### src/mem1_pkg.sv
`default_nettype none

package mem1_pkg;

    typedef enum logic [3:0] {
        LB,
        LBU,
        LH,
        LHU,
        LW,
        LWL,
        LWR,
        LL,
        SB,
        SH,
        SW,
        SWL,
        SWR,
        SC
    } mem_op_t;

    typedef enum logic [4:0] {
        NONE   = 5'd0,
        TLBMOD = 5'd1,
        TLBL   = 5'd2,
        TLBS   = 5'd3,
        ADEL   = 5'd4,
        ADES   = 5'd5
    } exc_code_t;

    localparam logic [2:0] CACHE_CACHEABLE = 3'd3;
    localparam logic [2:0] K0_RESET        = 3'd2;  // uncached

    // top three address bits of the unmapped segments
    localparam logic [2:0] SEG_KSEG0 = 3'd4;
    localparam logic [2:0] SEG_KSEG1 = 3'd5;

    localparam int VPN_W       = 20;
    localparam int PFN_W       = 20;
    localparam int PAGE_OFS_W  = 12;
    localparam int PADDR_LOW_W = 29;

    function automatic logic is_store(mem_op_t op);
        return op inside {SB, SH, SW, SWL, SWR, SC};
    endfunction

endpackage

`default_nettype wire

### src/mem1_ifs.sv
`timescale 1ns/1ps
`default_nettype none

// lookup of one vpn in the tlb table within the same cycle
interface tlb_lookup_if;
    logic [mem1_pkg::VPN_W-1:0] vpn;
    logic                       found;
    logic                       v;
    logic                       d;
    logic [2:0]                 c;
    logic [mem1_pkg::PFN_W-1:0] pfn;
    logic [2:0]                 k0;

    modport tlb_table (
        input  vpn,
        output found, v, d, c, pfn, k0
    );

    modport client (
        output vpn,
        input  found, v, d, c, pfn, k0
    );
endinterface

// translation result toward the issue stage
interface xlate_if;
    logic [31:0]         paddr;
    logic                uncached;
    logic                tlb_exc;
    logic                refill;
    mem1_pkg::exc_code_t tlb_code;

    modport source (
        output paddr, uncached, tlb_exc, refill, tlb_code
    );

    modport sink (
        input paddr, uncached, tlb_exc, refill, tlb_code
    );
endinterface

`default_nettype wire

### src/tlb_config_regs.sv
`timescale 1ns/1ps
`default_nettype none

module tlb_config_regs #(
    parameter int TLB_ENTRIES = 4,
    localparam int IDX_W = (TLB_ENTRIES > 1) ? $clog2(TLB_ENTRIES) : 1
) (
    input  wire logic                       clk,
    input  wire logic                       rst,
    input  wire logic                       cfg_tlb_we,
    input  wire logic [IDX_W-1:0]           cfg_index,
    input  wire logic [mem1_pkg::VPN_W-1:0] cfg_vpn,
    input  wire logic [mem1_pkg::PFN_W-1:0] cfg_pfn,
    input  wire logic [2:0]                 cfg_c,
    input  wire logic                       cfg_v,
    input  wire logic                       cfg_d,
    input  wire logic                       cfg_k0_we,
    input  wire logic [2:0]                 cfg_k0,
    tlb_lookup_if.tlb_table                 lk
);

    logic [TLB_ENTRIES-1:0]     ent_present;
    logic [mem1_pkg::VPN_W-1:0] ent_vpn [TLB_ENTRIES];
    logic [mem1_pkg::PFN_W-1:0] ent_pfn [TLB_ENTRIES];
    logic [2:0]                 ent_c   [TLB_ENTRIES];
    logic [TLB_ENTRIES-1:0]     ent_v;
    logic [TLB_ENTRIES-1:0]     ent_d;
    logic [2:0]                 k0_q;

    always_ff @(posedge clk) begin
        if (rst) begin
            ent_present <= '0;
            k0_q        <= mem1_pkg::K0_RESET;
        end else begin
            if (cfg_tlb_we)
                ent_present[cfg_index] <= 1'b1;
            if (cfg_k0_we)
                k0_q <= cfg_k0;
        end
    end

    always_ff @(posedge clk) begin
        if (cfg_tlb_we) begin
            ent_vpn[cfg_index] <= cfg_vpn;
            ent_pfn[cfg_index] <= cfg_pfn;
            ent_c[cfg_index]   <= cfg_c;
            ent_v[cfg_index]   <= cfg_v;
            ent_d[cfg_index]   <= cfg_d;
        end
    end

    // scan from the top so the lowest matching index is left standing
    always_comb begin
        lk.found = 1'b0;
        lk.v     = 1'b0;
        lk.d     = 1'b0;
        lk.c     = 3'd0;
        lk.pfn   = '0;
        for (int i = TLB_ENTRIES - 1; i >= 0; i--) begin
            if (ent_present[i] && ent_vpn[i] == lk.vpn) begin
                lk.found = 1'b1;
                lk.v     = ent_v[i];
                lk.d     = ent_d[i];
                lk.c     = ent_c[i];
                lk.pfn   = ent_pfn[i];
            end
        end
    end

    assign lk.k0 = k0_q;

endmodule

`default_nettype wire

### src/addr_translate.sv
`timescale 1ns/1ps
`default_nettype none

module addr_translate (
    input  wire logic [31:0]       vaddr,
    input  wire mem1_pkg::mem_op_t op,
    tlb_lookup_if.client           lk,
    xlate_if.source                xl
);

    logic mapped;
    logic kseg0;
    logic kseg1;
    logic store;
    logic miss;
    logic invalid;
    logic modified;

    assign mapped = ~vaddr[31] | (vaddr[31] & vaddr[30]);  // kuseg and kseg2/3
    assign kseg0  = (vaddr[31:29] == mem1_pkg::SEG_KSEG0);
    assign kseg1  = (vaddr[31:29] == mem1_pkg::SEG_KSEG1);
    assign store  = mem1_pkg::is_store(op);

    assign lk.vpn = vaddr[31:mem1_pkg::PAGE_OFS_W];

    assign xl.paddr = mapped ? {lk.pfn, vaddr[mem1_pkg::PAGE_OFS_W-1:0]}
                             : {{(32 - mem1_pkg::PADDR_LOW_W){1'b0}},
                                vaddr[mem1_pkg::PADDR_LOW_W-1:0]};

    assign xl.uncached = kseg1
                       | (kseg0 & (lk.k0 != mem1_pkg::CACHE_CACHEABLE))
                       | (mapped & (lk.c != mem1_pkg::CACHE_CACHEABLE));

    assign miss     = mapped & ~lk.found;
    assign invalid  = mapped & lk.found & ~lk.v;
    assign modified = mapped & lk.found & lk.v & ~lk.d & store;  // clean page written

    assign xl.tlb_exc  = miss | invalid | modified;
    assign xl.refill   = miss;
    assign xl.tlb_code = modified          ? mem1_pkg::TLBMOD :
                         (miss | invalid)  ? (store ? mem1_pkg::TLBS : mem1_pkg::TLBL) :
                                             mem1_pkg::NONE;

endmodule

`default_nettype wire

### src/access_format.sv
`timescale 1ns/1ps
`default_nettype none

module access_format (
    input  wire mem1_pkg::mem_op_t   op,
    input  wire logic [31:0]         vaddr,
    input  wire logic [31:0]         wdata,
    output logic [3:0]               wstrb,
    output logic [31:0]              wdata_aligned,
    output logic [4:0]               rstrb,
    output logic [1:0]               size,
    output logic                     adr_err,
    output mem1_pkg::exc_code_t      adr_code
);

    logic [1:0] ofs;

    assign ofs = vaddr[1:0];

    always_comb begin
        wstrb         = 4'b0000;  // loads write nothing
        wdata_aligned = wdata;
        case (op)
            mem1_pkg::SB: begin
                wstrb         = 4'b0001 << ofs;
                wdata_aligned = {4{wdata[7:0]}};
            end
            mem1_pkg::SH: begin
                wstrb         = ofs[1] ? 4'b1100 : 4'b0011;
                wdata_aligned = {2{wdata[15:0]}};
            end
            mem1_pkg::SWL: begin
                wstrb         = 4'b1111 >> (2'd3 - ofs);
                wdata_aligned = wdata >> {2'd3 - ofs, 3'b000};
            end
            mem1_pkg::SWR: begin
                wstrb         = 4'b1111 << ofs;
                wdata_aligned = wdata << {ofs, 3'b000};
            end
            mem1_pkg::SW, mem1_pkg::SC: wstrb = 4'b1111;
            default: ;
        endcase
    end

    // read-strobe code for the load aligner downstream
    always_comb begin
        case (op)
            mem1_pkg::LBU: rstrb = {3'b000, ofs};
            mem1_pkg::LB:  rstrb = {3'b010, ofs};
            mem1_pkg::LHU: rstrb = {3'b001, ofs[1], 1'b0};
            mem1_pkg::LH:  rstrb = {3'b011, ofs[1], 1'b0};
            mem1_pkg::LWL: begin
                case (ofs)
                    2'd0:    rstrb = 5'd24;
                    2'd1:    rstrb = 5'd28;
                    2'd2:    rstrb = 5'd30;
                    default: rstrb = 5'd31;
                endcase
            end
            mem1_pkg::LWR: begin
                case (ofs)
                    2'd0:    rstrb = 5'd31;
                    2'd1:    rstrb = 5'd23;
                    2'd2:    rstrb = 5'd19;
                    default: rstrb = 5'd17;
                endcase
            end
            default: rstrb = 5'd31;
        endcase
    end

    always_comb begin
        case (op)
            mem1_pkg::LB, mem1_pkg::LBU, mem1_pkg::SB: size = 2'd0;
            mem1_pkg::LH, mem1_pkg::LHU, mem1_pkg::SH: size = 2'd1;
            default:                                    size = 2'd2;
        endcase
    end

    always_comb begin
        case (op)
            mem1_pkg::LW, mem1_pkg::LL, mem1_pkg::SW, mem1_pkg::SC:
                adr_err = (ofs != 2'd0);
            mem1_pkg::LH, mem1_pkg::LHU, mem1_pkg::SH:
                adr_err = ofs[0];
            default:
                adr_err = 1'b0;  // lwl/lwr/swl/swr take any offset
        endcase
    end

    assign adr_code = !adr_err                  ? mem1_pkg::NONE :
                      mem1_pkg::is_store(op)    ? mem1_pkg::ADES : mem1_pkg::ADEL;

endmodule

`default_nettype wire

### src/ll_sc_link.sv
`timescale 1ns/1ps
`default_nettype none

module ll_sc_link (
    input  wire logic              clk,
    input  wire logic              rst,
    input  wire logic              accept,
    input  wire mem1_pkg::mem_op_t op,
    input  wire logic [31:0]       vaddr,
    input  wire logic              exc,
    output logic                   sc_ok
);

    logic        link;
    logic [31:0] link_addr;

    always_ff @(posedge clk) begin
        if (rst)
            link <= 1'b0;
        else if (accept) begin
            if (exc || op == mem1_pkg::SC)
                link <= 1'b0;  // sc always consumes the link
            else if (op == mem1_pkg::LL)
                link <= 1'b1;
        end
    end

    always_ff @(posedge clk) begin
        if (accept && !exc && op == mem1_pkg::LL)
            link_addr <= vaddr;
    end

    assign sc_ok = (op == mem1_pkg::SC) & link & (link_addr == vaddr);

endmodule

`default_nettype wire

### src/mem1_issue.sv
`timescale 1ns/1ps
`default_nettype none

module mem1_issue (
    input  wire logic                clk,
    input  wire logic                rst,
    input  wire logic                in_valid,
    input  wire mem1_pkg::mem_op_t   in_op,
    input  wire logic [31:0]         in_vaddr,
    output logic                     in_ready,
    xlate_if.sink                    xl,
    input  wire logic [3:0]          wstrb,
    input  wire logic [31:0]         wdata_aligned,
    input  wire logic [4:0]          rstrb,
    input  wire logic [1:0]          size,
    input  wire logic                adr_err,
    input  wire mem1_pkg::exc_code_t adr_code,
    input  wire logic                sc_ok,
    output logic                     exc,
    output logic                     accept,
    input  wire logic                out_ready,
    output logic                     out_valid,
    output logic                     out_exc,
    output mem1_pkg::exc_code_t      out_exc_code,
    output logic                     out_refill,
    output logic [31:0]              out_badvaddr,
    output logic                     out_uncached,
    output logic [31:0]              out_paddr,
    output logic                     out_write,
    output logic [3:0]               out_wstrb,
    output logic [31:0]              out_wdata,
    output logic [4:0]               out_rstrb,
    output logic [1:0]               out_size,
    output logic                     out_sc_ok
);

    logic                is_sc;
    logic                write;
    mem1_pkg::exc_code_t exc_code;

    assign in_ready = ~out_valid | out_ready;
    assign accept   = in_valid & in_ready;

    // address error wins over any tlb fault
    assign exc      = adr_err | xl.tlb_exc;
    assign exc_code = adr_err ? adr_code : xl.tlb_code;
    assign is_sc    = (in_op == mem1_pkg::SC);
    assign write    = mem1_pkg::is_store(in_op) & ~exc & (~is_sc | sc_ok);

    always_ff @(posedge clk) begin
        if (rst)
            out_valid <= 1'b0;
        else if (in_ready)
            out_valid <= in_valid;
    end

    always_ff @(posedge clk) begin
        if (accept) begin
            out_exc      <= exc;
            out_exc_code <= exc_code;
            out_refill   <= ~adr_err & xl.refill;
            out_badvaddr <= exc ? in_vaddr : 32'd0;
            out_uncached <= xl.uncached;
            out_paddr    <= xl.paddr;
            out_write    <= write;
            out_wstrb    <= write ? wstrb : 4'b0000;
            out_wdata    <= wdata_aligned;
            out_rstrb    <= rstrb;
            out_size     <= size;
            out_sc_ok    <= is_sc & write;  // failed sc reports 0
        end
    end

endmodule

`default_nettype wire

### src/mem1_prep_top.sv
`timescale 1ns/1ps
`default_nettype none

module mem1_prep_top #(
    parameter int TLB_ENTRIES = 4,
    localparam int IDX_W = (TLB_ENTRIES > 1) ? $clog2(TLB_ENTRIES) : 1
) (
    input  wire logic                       clk,
    input  wire logic                       rst,
    input  wire logic                       in_valid,
    output logic                            in_ready,
    input  wire mem1_pkg::mem_op_t          in_op,
    input  wire logic [31:0]                in_vaddr,
    input  wire logic [31:0]                in_wdata,
    output logic                            out_valid,
    input  wire logic                       out_ready,
    output logic                            out_exc,
    output mem1_pkg::exc_code_t             out_exc_code,
    output logic                            out_refill,
    output logic [31:0]                     out_badvaddr,
    output logic                            out_uncached,
    output logic [31:0]                     out_paddr,
    output logic                            out_write,
    output logic [3:0]                      out_wstrb,
    output logic [31:0]                     out_wdata,
    output logic [4:0]                      out_rstrb,
    output logic [1:0]                      out_size,
    output logic                            out_sc_ok,
    input  wire logic                       cfg_tlb_we,
    input  wire logic [IDX_W-1:0]           cfg_index,
    input  wire logic [mem1_pkg::VPN_W-1:0] cfg_vpn,
    input  wire logic [mem1_pkg::PFN_W-1:0] cfg_pfn,
    input  wire logic [2:0]                 cfg_c,
    input  wire logic                       cfg_v,
    input  wire logic                       cfg_d,
    input  wire logic                       cfg_k0_we,
    input  wire logic [2:0]                 cfg_k0
);

    tlb_lookup_if lk_if ();
    xlate_if      xl_if ();

    logic [3:0]          fmt_wstrb;
    logic [31:0]         fmt_wdata;
    logic [4:0]          fmt_rstrb;
    logic [1:0]          fmt_size;
    logic                fmt_adr_err;
    mem1_pkg::exc_code_t fmt_adr_code;
    logic                sc_ok;
    logic                exc;
    logic                accept;

    tlb_config_regs #(.TLB_ENTRIES(TLB_ENTRIES)) u_tlb_cfg (
        .clk(clk), .rst(rst),
        .cfg_tlb_we(cfg_tlb_we), .cfg_index(cfg_index), .cfg_vpn(cfg_vpn),
        .cfg_pfn(cfg_pfn), .cfg_c(cfg_c), .cfg_v(cfg_v), .cfg_d(cfg_d),
        .cfg_k0_we(cfg_k0_we), .cfg_k0(cfg_k0),
        .lk(lk_if.tlb_table)
    );

    addr_translate u_xlate (
        .vaddr(in_vaddr), .op(in_op), .lk(lk_if.client), .xl(xl_if.source)
    );

    access_format u_fmt (
        .op(in_op), .vaddr(in_vaddr), .wdata(in_wdata),
        .wstrb(fmt_wstrb), .wdata_aligned(fmt_wdata), .rstrb(fmt_rstrb),
        .size(fmt_size), .adr_err(fmt_adr_err), .adr_code(fmt_adr_code)
    );

    ll_sc_link u_link (
        .clk(clk), .rst(rst), .accept(accept), .op(in_op), .vaddr(in_vaddr),
        .exc(exc), .sc_ok(sc_ok)
    );

    mem1_issue u_issue (
        .clk(clk), .rst(rst),
        .in_valid(in_valid), .in_op(in_op), .in_vaddr(in_vaddr), .in_ready(in_ready),
        .xl(xl_if.sink),
        .wstrb(fmt_wstrb), .wdata_aligned(fmt_wdata), .rstrb(fmt_rstrb),
        .size(fmt_size), .adr_err(fmt_adr_err), .adr_code(fmt_adr_code),
        .sc_ok(sc_ok), .exc(exc), .accept(accept),
        .out_ready(out_ready), .out_valid(out_valid),
        .out_exc(out_exc), .out_exc_code(out_exc_code), .out_refill(out_refill),
        .out_badvaddr(out_badvaddr), .out_uncached(out_uncached),
        .out_paddr(out_paddr), .out_write(out_write), .out_wstrb(out_wstrb),
        .out_wdata(out_wdata), .out_rstrb(out_rstrb), .out_size(out_size),
        .out_sc_ok(out_sc_ok)
    );

endmodule

`default_nettype wire

### config.mk
export PLATFORM = sky130hd
export DESIGN_NAME = mem1_prep_top
export DESIGN_NICKNAME = d
export VERILOG_FILES = /design/src/mem1_pkg.sv /design/src/mem1_ifs.sv /design/src/tlb_config_regs.sv /design/src/addr_translate.sv /design/src/access_format.sv /design/src/ll_sc_link.sv /design/src/mem1_issue.sv /design/src/mem1_prep_top.sv
export SDC_FILE = /design/constraint.sdc
export NUM_CORES = 1
export LEC_CHECK = 0
export BUFFER_PORTS_ARGS = -buffer_cell sky130_fd_sc_hd__buf_2
export CORE_MARGIN = 8
export CORE_UTILIZATION = 35
export CTS_BUF_LIST = sky130_fd_sc_hd__clkbuf_4
export DETAILED_ROUTE_END_ITERATION = 7
export HOLD_SLACK_MARGIN = 0.15
export PLACE_DENSITY = 0.56
export SYNTH_ARGS = -nofsm -noshare
export SYNTH_HDL_FRONTEND = slang
export SYNTH_HIERARCHICAL = 1
export SYNTH_SLANG_ARGS = --single-unit
### constraint.sdc
create_clock -name clk -period 10.6 [get_ports clk]
set_clock_uncertainty 0.1 [all_clocks]
set_input_delay 1.06 -clock clk [delete_from_list [all_inputs] [get_ports clk]]
set_output_delay 1.06 -clock clk [all_outputs]
set_load 0.02 [all_outputs]
==> flow_results.org, run 1 <==
** Route
- After detailed routing, the number of remaining DRC violations is 0.
- Before antenna repair, the detailed router went through 5 iterations.
- Routed wirelength normalized by instance count :: 22.1 µm
- Across all layers, the routed design uses 10000 vias.
- For this block, the initial DRC count from the detailed router was about 720.
- In this run the remaining antenna-violating nets after routing total 0.
- After detailed routing, the total wire length is roughly 44000 µm.
- Using the TritonRoute via totals, the vias-per-cell ratio works out to 5.04.

** Setup path
- Class of the most critical setup path :: input port to flop
- Critical path startpoint category :: input port
- In this run the worst path has a maximum fanout of 51.
- For the worst setup path, the data required time is 10.91 ns.
- Biggest cell delay along the critical path :: about 0.48 ns
- Across all register-to-register paths, the minimum setup slack is 5.87 ns.
- The slowest stage of the critical path is the sky130_fd_sc_hd__nor2_8 cell.
- The worst setup path is captured at a flop.
- Data arrival time of the critical path :: 5.16 ns
- The critical path goes through buf_2 -> xnor2_1 -> nand4_1 -> nor4_1 -> nand4_1 -> buf_4 -> and2_4 -> a221oi_1 -> a21oi_2 -> a31o_2 -> nor2_8 -> inv_1 -> nor4_2 -> buf_4.

** Global route
- The layer flagged by global routing as most heavily used is met2.
- Wire length of the first global-routing pass :: around 64000 µm
- Number of antenna violations at the first check in global routing :: 4
- Entering global routing, the biggest net connects 64 pins.
- Met1 track utilization from global routing :: ~22%
- The number of global-route vias before repair is around 10000.
- Gr ovfl total :: 0
- Met2 track demand over resource :: a little over a quarter
- Met3 capacity usage during global routing :: ~4.3%
- Global routing used 16.8% of the available tracks across all layers.

** Place
- Setup Slack @ Placement :: around 4.9 ns
- The count of buffers added on input and output ports is ~240.
- Final weighted congestion in routability-driven placement :: 0.809
- The wire-length estimate of the detail-placed layout is approximately 30000 µm.

** Clock network
- Clock tree from TritonCTS :: built
- The clock passes through at most 3 buffers.
- The number of hold buffers added after CTS was 0.
- The H-tree was split into 3 levels.
- Gates resized, CTS repair :: 0
- For this design, the sink count on the clock tree is approximately 340.
- Worst-skew pair later-pin latency :: ~0.79 ns
- In this run the post-CTS setup repair buffer count came out at 0.
- Register clock-pin slew on the reported worst setup and hold paths :: approximately 0.050 ns
- Cell chosen for the clock root :: sky130_fd_sc_hd__clkbuf_4
- The number of clock buffers added by TritonCTS is 92.

** Synthesis
- Ys flop type :: sky130_fd_sc_hd__edfxtp_1
- For this run, asynchronously set or reset flops after synthesis account for 0%.
- Synthesis produced around 1100 cells.
- Main combinational cell family by area after synthesis :: simple AND/OR/NAND/NOR gates
- Synth Area in Adders :: 0%
- Synth Area per Inst :: 14.4 µm²
- For this run, the number of Yosys warnings is 6.
- Number of flip-flops and latches in the synthesized netlist :: between 300 and 400
- Summing the areas of all xor and xnor instances in the mapped netlist gives roughly 6.4% of the synthesized area.
- After Yosys synthesis, and, or, nand and nor cells account for a little over a tenth of the synthesized area.
- Cell area after synthesis :: between 15000 and 20000 µm²
- The share of the Yosys chip area taken by registers is about 65%.
- After synthesis, the share of cell area in mux cells is under 10%.
- The synthesized netlist devotes 8.38% of its cell area to compound gates.
- The synthesized design contains between 300 and 400 enable-type register cells.
- Number of unique standard cell types used by synthesis :: 74

** Floorplan
- The floorplan has 77 rows.
- From bottom edge to top edge, the die measures about 230 µm.
- Starting density of the core :: 35.3%
- Die Area :: between 50000 and 60000 µm²
- Width of the die :: around 230 µm
- Core Footprint :: 44000 µm²
- I/O Pins :: about 240

** STA
- Setup repair after global routing left no endpoint under its margin.
- The final-report max-slew violation count was 0.
- Setup violations remaining at the end of the flow were counted as 0.
- TNS Setup :: 0 ns
- Peak Freq :: between 200 and 250 MHz
- Actual transition at the worst max-transition pin :: ~1.1 ns
- For the finished layout, the period the worst path requires is 4.85 ns.
- Final Hold Viols :: 0
- Headroom to the max-slew limit came out at 24.8%.
- Across all setup checks in the final design, the least slack found is between 5 and 6 ns.
- After layout, the worst path uses 45.8% of the clock period.

** Pwr
- The worst-case IR drop observed on VDD is around 0.00011 V.
- Pwr Density :: around 170 nW/µm²
- Total leakage power :: between 6 and 7 nW

** Outcome
- Status :: completed

** Cells and area
- Compared with the post-synthesis result, the final layout area differs by 16.7%.
- Multi-input combinational cell area :: 4750 µm²
- Post-layout net count :: 1451
- In the final layout, the share of cells above drive strength 1 is about a third.
- Final Util :: between 40% and 50%
- Fill cells :: between 4000 and 5000
- Summing all flip-flop and latch instances after layout gives roughly 10000 µm².

** Job
- Number of max-capacitance violations reported :: 0

** Hold path
- Worst hold path type :: flop to flop
-- worst max-delay path, delay by kind of cell --
family,cells,cell delay (ns)
buffers and inverters,4,1.11
XOR/XNOR,1,0.20
AND/OR/NAND/NOR,6,1.92
AO/OA/AOI/OAI,3,0.82
-- cell usage after synthesis (all sizes together), types with 2 or more instances --
cell type	count	share of area [%]
mux2i	36	2.3
and2	4	0.18
and3	32	1.3
nand4	14	0.56
a31oi	8	0.32
nor4	17	1.0
buf	89	4.4
nand4b	3	0.27
a21o	2	0.097
clkbuf	19	0.46
xnor2	65	3.8
a21oi	34	1.1
inv	5	0.12
mux2	30	2.4
nor3b	6	0.49
nor2b	42	1.7
a41oi	25	1.4
a221oi	27	2.4
o2bb2ai	7	0.39
o22ai	3	0.12
a221o	8	0.52
nand2b	7	0.33
nor3	26	0.87
o21ai	5	0.16
a22oi	8	0.39
or2	4	0.16
a311oi	2	0.11
nand2	29	0.78
a211oi	8	0.39
nand3	9	0.29
o21a	2	0.097
nor2	90	2.3
o211ai	2	0.097
conb	2	0.048
dfxtp	9	1.2
a22o	8	0.45
xor2	47	2.6
edfxtp	329	64
-- sequential cells by signal (all words and copies together), names as in the netlist, 2 cells and up --
signal	count
u_issue/out_badvaddr	32
u_tlb_cfg/ent_pfn	80
u_tlb_cfg/ent_d	4
u_issue/out_wdata	32
u_issue/out_exc_code	5
u_tlb_cfg/ent_vpn	80
u_tlb_cfg/lk.k0	3
u_issue/out_size	2
u_issue/out_rstrb	5
u_issue/out_paddr	32
u_tlb_cfg/ent_c	12
u_link/link_addr	32
u_tlb_cfg/ent_present	4
u_tlb_cfg/ent_v	4
u_issue/out_wstrb	4
-- report_power, final --
group	internal [mW]	switching [mW]	leakage [nW]
combinational	0.102	0.199	2.82
sequential	1.55	0.0203	3.15
clock	0.623	0.547	0.713
-- layout by cell type (no fill, tap or decap), drive strengths merged, types with 3 or more instances in the layout --
cell / instances
and2: 4
inv: 8
nor2: 90
nor3b: 6
a31oi: 8
a22o: 8
a22oi: 8
buf: 261
dfxtp: 9
nand3: 9
nor2b: 42
o2bb2ai: 7
edfxtp: 329
mux2: 30
a21oi: 34
or2: 4
clkbuf: 131
a221o: 8
o21ai: 5
clkinv: 29
nor4: 17
a211oi: 8
xnor2: 65
nor3: 26
mux2i: 36
conb: 6
nand4: 14
nand4b: 3
nand2: 29
xor2: 47
o22ai: 3
a41oi: 25
a221oi: 27
nand2b: 7
and3: 32
-- cell families after synthesis --
logic type | after synthesis
buffers and inverters | 113
flip-flops | 338
other | 2
AO/OA/AOI/OAI | 155
XOR/XNOR | 112
multiplexers | 66
AND/OR/NAND/NOR | 290
-- layout make-up --
class	instances	share of cell area (%)
timing repair buffer	261	7.47
antenna	2	0.0276
clock buffer	131	5.43
clock inverter	34	1.17
tap	592	4.09
sequential	338	55.5
inverter	5	0.104
multi-input combinational	629	26.2
-- layer usage --
metal,share of wire (%),wire (µm)
met5,0,0
met4,1.7,730
met3,7.5,3310
met2,47,20800
met1,44,19100
-- metrics by stage --
step / cell area (µm²) / power, mW / std cells / hold WS, ns
floorplan: 15500 / 1.78 / 1080 / 0.332
global placement: 16900 / 1.90 / 1825 / 0.342
detailed placement: 16900 / 1.90 / 1825 / 0.350
CTS: 18100 / 3.09 / 1990 / 0.267
global route: 18100 / 3.18 / 1991 / 0.306
finish: 18100 / 3.04 / 1992 / 0.365
-- worst paths after layout --
check	startpoint	endpoint	cells past startpoint
worst min-delay path	u_tlb_cfg/ent_present[3]	u_tlb_cfg/ent_present[3]	2
worst min register to register	u_tlb_cfg/ent_present[3]	u_tlb_cfg/ent_present[3]	2
worst max register to register	u_tlb_cfg/ent_vpn[0][2]	u_link/link_addr[11]	13
worst max-delay path	in_vaddr[14]	u_link/link_addr[11]	14
No activity file was read; power rests on OpenSTA's default activity.
==> inputs of run 2 (changes only) <==
- PLACE_DENSITY: 0.56 -> 0.58
- clock period: 10.6 -> 3.95 ns (I/O delays scaled with it)
==> run 2 against run 1 <==
Effect of this change:
- die area stayed put
- sequential cell count stayed put
- clock-buffer cell count is 2 lower
- register-to-register slack worse by 5.5 ns
- via count is 7.3% higher
- largest cell class unchanged
==> flow_results.org, run 2 (synthesis gave the netlist of run 1 again) <==
** Outcome
- Status :: completed

** Clock network
- The clock passes through at most 3 buffers.
- Hold bufs inserted after CTS :: 159
- Number of post-CTS setup repair buffers :: 0
- The clock tree synthesis step divided the H-tree into 3 levels.
- Total number of clock tree sinks :: 338
- Worst-skew pair later-pin latency :: 0.83 ns
- TritonCTS built the clock tree.
- Clock-pin slew was measured on the worst setup and hold paths at 0.07 ns.
- The tree is rooted in a sky130_fd_sc_hd__clkbuf_4.
- Post-CTS repair changed the size of 0 cells.
- Clock tree synthesis inserted a total of 90 buffers.

** Route
- Via count :: 10800
- In the final routed layout, each cell accounts on average for 21.2 µm.
- Post-DR vias/cell :: about 5.0
- Drt first pass iters :: 5
- Wires add up to between 40000 and 50000 µm.
- In this run the remaining antenna-violating nets after routing total 0.
- For this run, design rule violations remaining after detail routing come to 0.
- The first routing iteration left between 900 and 1000 violations.

** STA
- Peak Freq :: 280 MHz
- Portion of the clock cycle consumed by the worst path in the final layout :: between 90 and 100%
- Final setup viols :: 0
- In the final timing run, aggregate negative setup slack is 0 ns.
- Worst slew margin :: between 30% and 40%
- At the pin with the least slew margin, the transition time is approximately 1 ns.
- Setup repair after global routing missed its margin :: false
- Final Hold Viols :: 0
- Minimum period implied by the final worst setup slack :: around 3.6 ns
- Worst Setup Slack, final :: approximately 0.38 ns
- The final-report max-slew violation count was 0.

** Setup path
- The critical path is of the flop to flop type.
- For the worst setup path, the data arrival time is between 4 and 5 ns.
- Endpoint class of the critical path :: flop
- Along the worst path, the maximum fanout reaches 4.
- Critical path startpoint category :: flop
- Worst reg2reg path depth :: 12
- Data on the critical path is required at its endpoint by between 4 and 5 ns.

** Cells and area
- The library cell used most frequently in the layout, excluding fill and tap cells, is sky130_fd_sc_hd__edfxtp_1.
- At the end of the flow, the number of nets in the layout was around 1600.
- Fill cells :: roughly 4000
- Cells with a size suffix above 1 make up approximately a third of the layout.
- Multi-input combinational cell area :: 4840 µm²
- Top Registers :: u_tlb_cfg/ent_pfn x80, u_tlb_cfg/ent_vpn x80
- Area of all placed cells without fillers :: 20000 µm²
- Sequential Area :: between 10000 and 15000 µm²
- Final Util :: 45.3%
- Layout overhead on the synthesized area :: 28.4%
- Commonest cells after routing, fill and taps aside :: 329 x sky130_fd_sc_hd__edfxtp_1, 242 x sky130_fd_sc_hd__buf_2, 158 x sky130_fd_sc_hd__dlygate4sd3_1, 129 x sky130_fd_sc_hd__clkbuf_4, 87 x sky130_fd_sc_hd__nor2_1

** Global route
- Wire length of the first global-routing pass :: 68000 µm
- Gr ovfl total :: 0
- Maximum number of pins on one net before global-route repair :: 119
- Global routing consumed, over all layers together, between 10% and 20% of the routing resources.
- The initial antenna violation count is 2.
- Via count of the first global-routing pass :: ~11000

** Pwr
- Across the VDD grid, the largest voltage drop is between 0.0002 and 0.0003 V.
- Total design power :: 8.31 mW
- Power spread over the standard cell area amounts to ~420 nW/µm².
- Total leakage power :: ~7.5 nW

** Place
- Number of buffers inserted by port buffering :: 242
- Summed over all nets, the half-perimeter wirelength after detailed placement is just under 30000 µm.
- The congestion estimate from routability-driven global placement came to between 0.8 and 0.9.
- Prior to clock tree synthesis, the placed netlist has a worst setup slack of 0.248 ns.
- In this run the cell area measured after placement is between 15000 and 20000 µm².

** Floorplan
- The die is 227 µm wide.
- Pin placement for this block handled ~240 I/O pins.
- Starting density of the core :: about a third
- Placement Rows :: 77
- Core Footprint :: 44000 µm²
- Die Area :: between 50000 and 60000 µm²
- Die Height :: between 200 and 250 µm

** Hold path
- The tightest min-delay check is of the input port to flop type.
- The worst hold path was traced through 2 stages.

** Job
- Number of max-capacitance violations reported :: 0
-- run 2: cell types whose count changed in the layout (fill, tap and decap cells not counted), sizes merged --
cell	before	now
clkinv	29	24
clkbuf	131	129
buf	261	281
inv	8	10
dlygate4sd3	0	158
-- run 2: layout make-up --
cell class | instances | share of cell area, %
Antenna cell | 2 | 0.0251
Timing Repair Buffer | 439 | 15.7
Inverter | 5 | 0.107
Multi-Input combinational cell | 629 | 24.3
Clock buffer | 129 | 4.85
Tap cell | 592 | 3.71
Sequential cell | 338 | 50.4
Clock inverter | 31 | 0.972
-- run 2: stage by stage --
stage	instances	hold slack [ns]
floorplan	1080	0.332
global placement	1844	0.343
detailed placement	1844	0.354
CTS	2163	0.150
global route	2164	0.186
finish	2165	0.246
-- run 2: worst paths after layout --
kind	start	to	slack, ns
setup / recovery	u_tlb_cfg/ent_vpn[3][7]	u_link/link	0.38
hold / removal	cfg_vpn[4]	u_tlb_cfg/ent_vpn[1][4]	0.25
setup reg to reg	u_tlb_cfg/ent_vpn[3][7]	u_link/link	0.38
hold reg to reg	u_tlb_cfg/ent_present[2]	u_tlb_cfg/ent_present[2]	0.37
-- run 2: routing by layer --
metal / routed length [µm] / track usage [%]
met1: 19100 / 21.8
met2: 22500 / 29.5
met3: 3260 / 4.09
met4: 1010 / 5.89
met5: 0 / 0
-- run 2: power by group --
| group | switching [mW] | internal (mW) |
|---|---|---|
| logic | 0.565 | 0.404 |
| clock network | 1.49 | 1.64 |
| registers | 0.0571 | 4.15 |
| total | 2.11 | 6.19 |
-- run 2: worst max-delay path, stage by stage, from the launching register on --
cell	delay, ns
sky130_fd_sc_hd__edfxtp_1	0.38
sky130_fd_sc_hd__xor2_1	0.20
sky130_fd_sc_hd__nor4_1	0.42
sky130_fd_sc_hd__and3_1	0.37
sky130_fd_sc_hd__a41oi_2	0.20
sky130_fd_sc_hd__a221oi_4	0.33
sky130_fd_sc_hd__a21oi_2	0.10
sky130_fd_sc_hd__a31o_2	0.26
sky130_fd_sc_hd__nor2_8	0.12
sky130_fd_sc_hd__inv_4	0.05
sky130_fd_sc_hd__nand2b_1	0.14
sky130_fd_sc_hd__a211oi_1	0.22
sky130_fd_sc_hd__dlygate4sd3_1	0.58
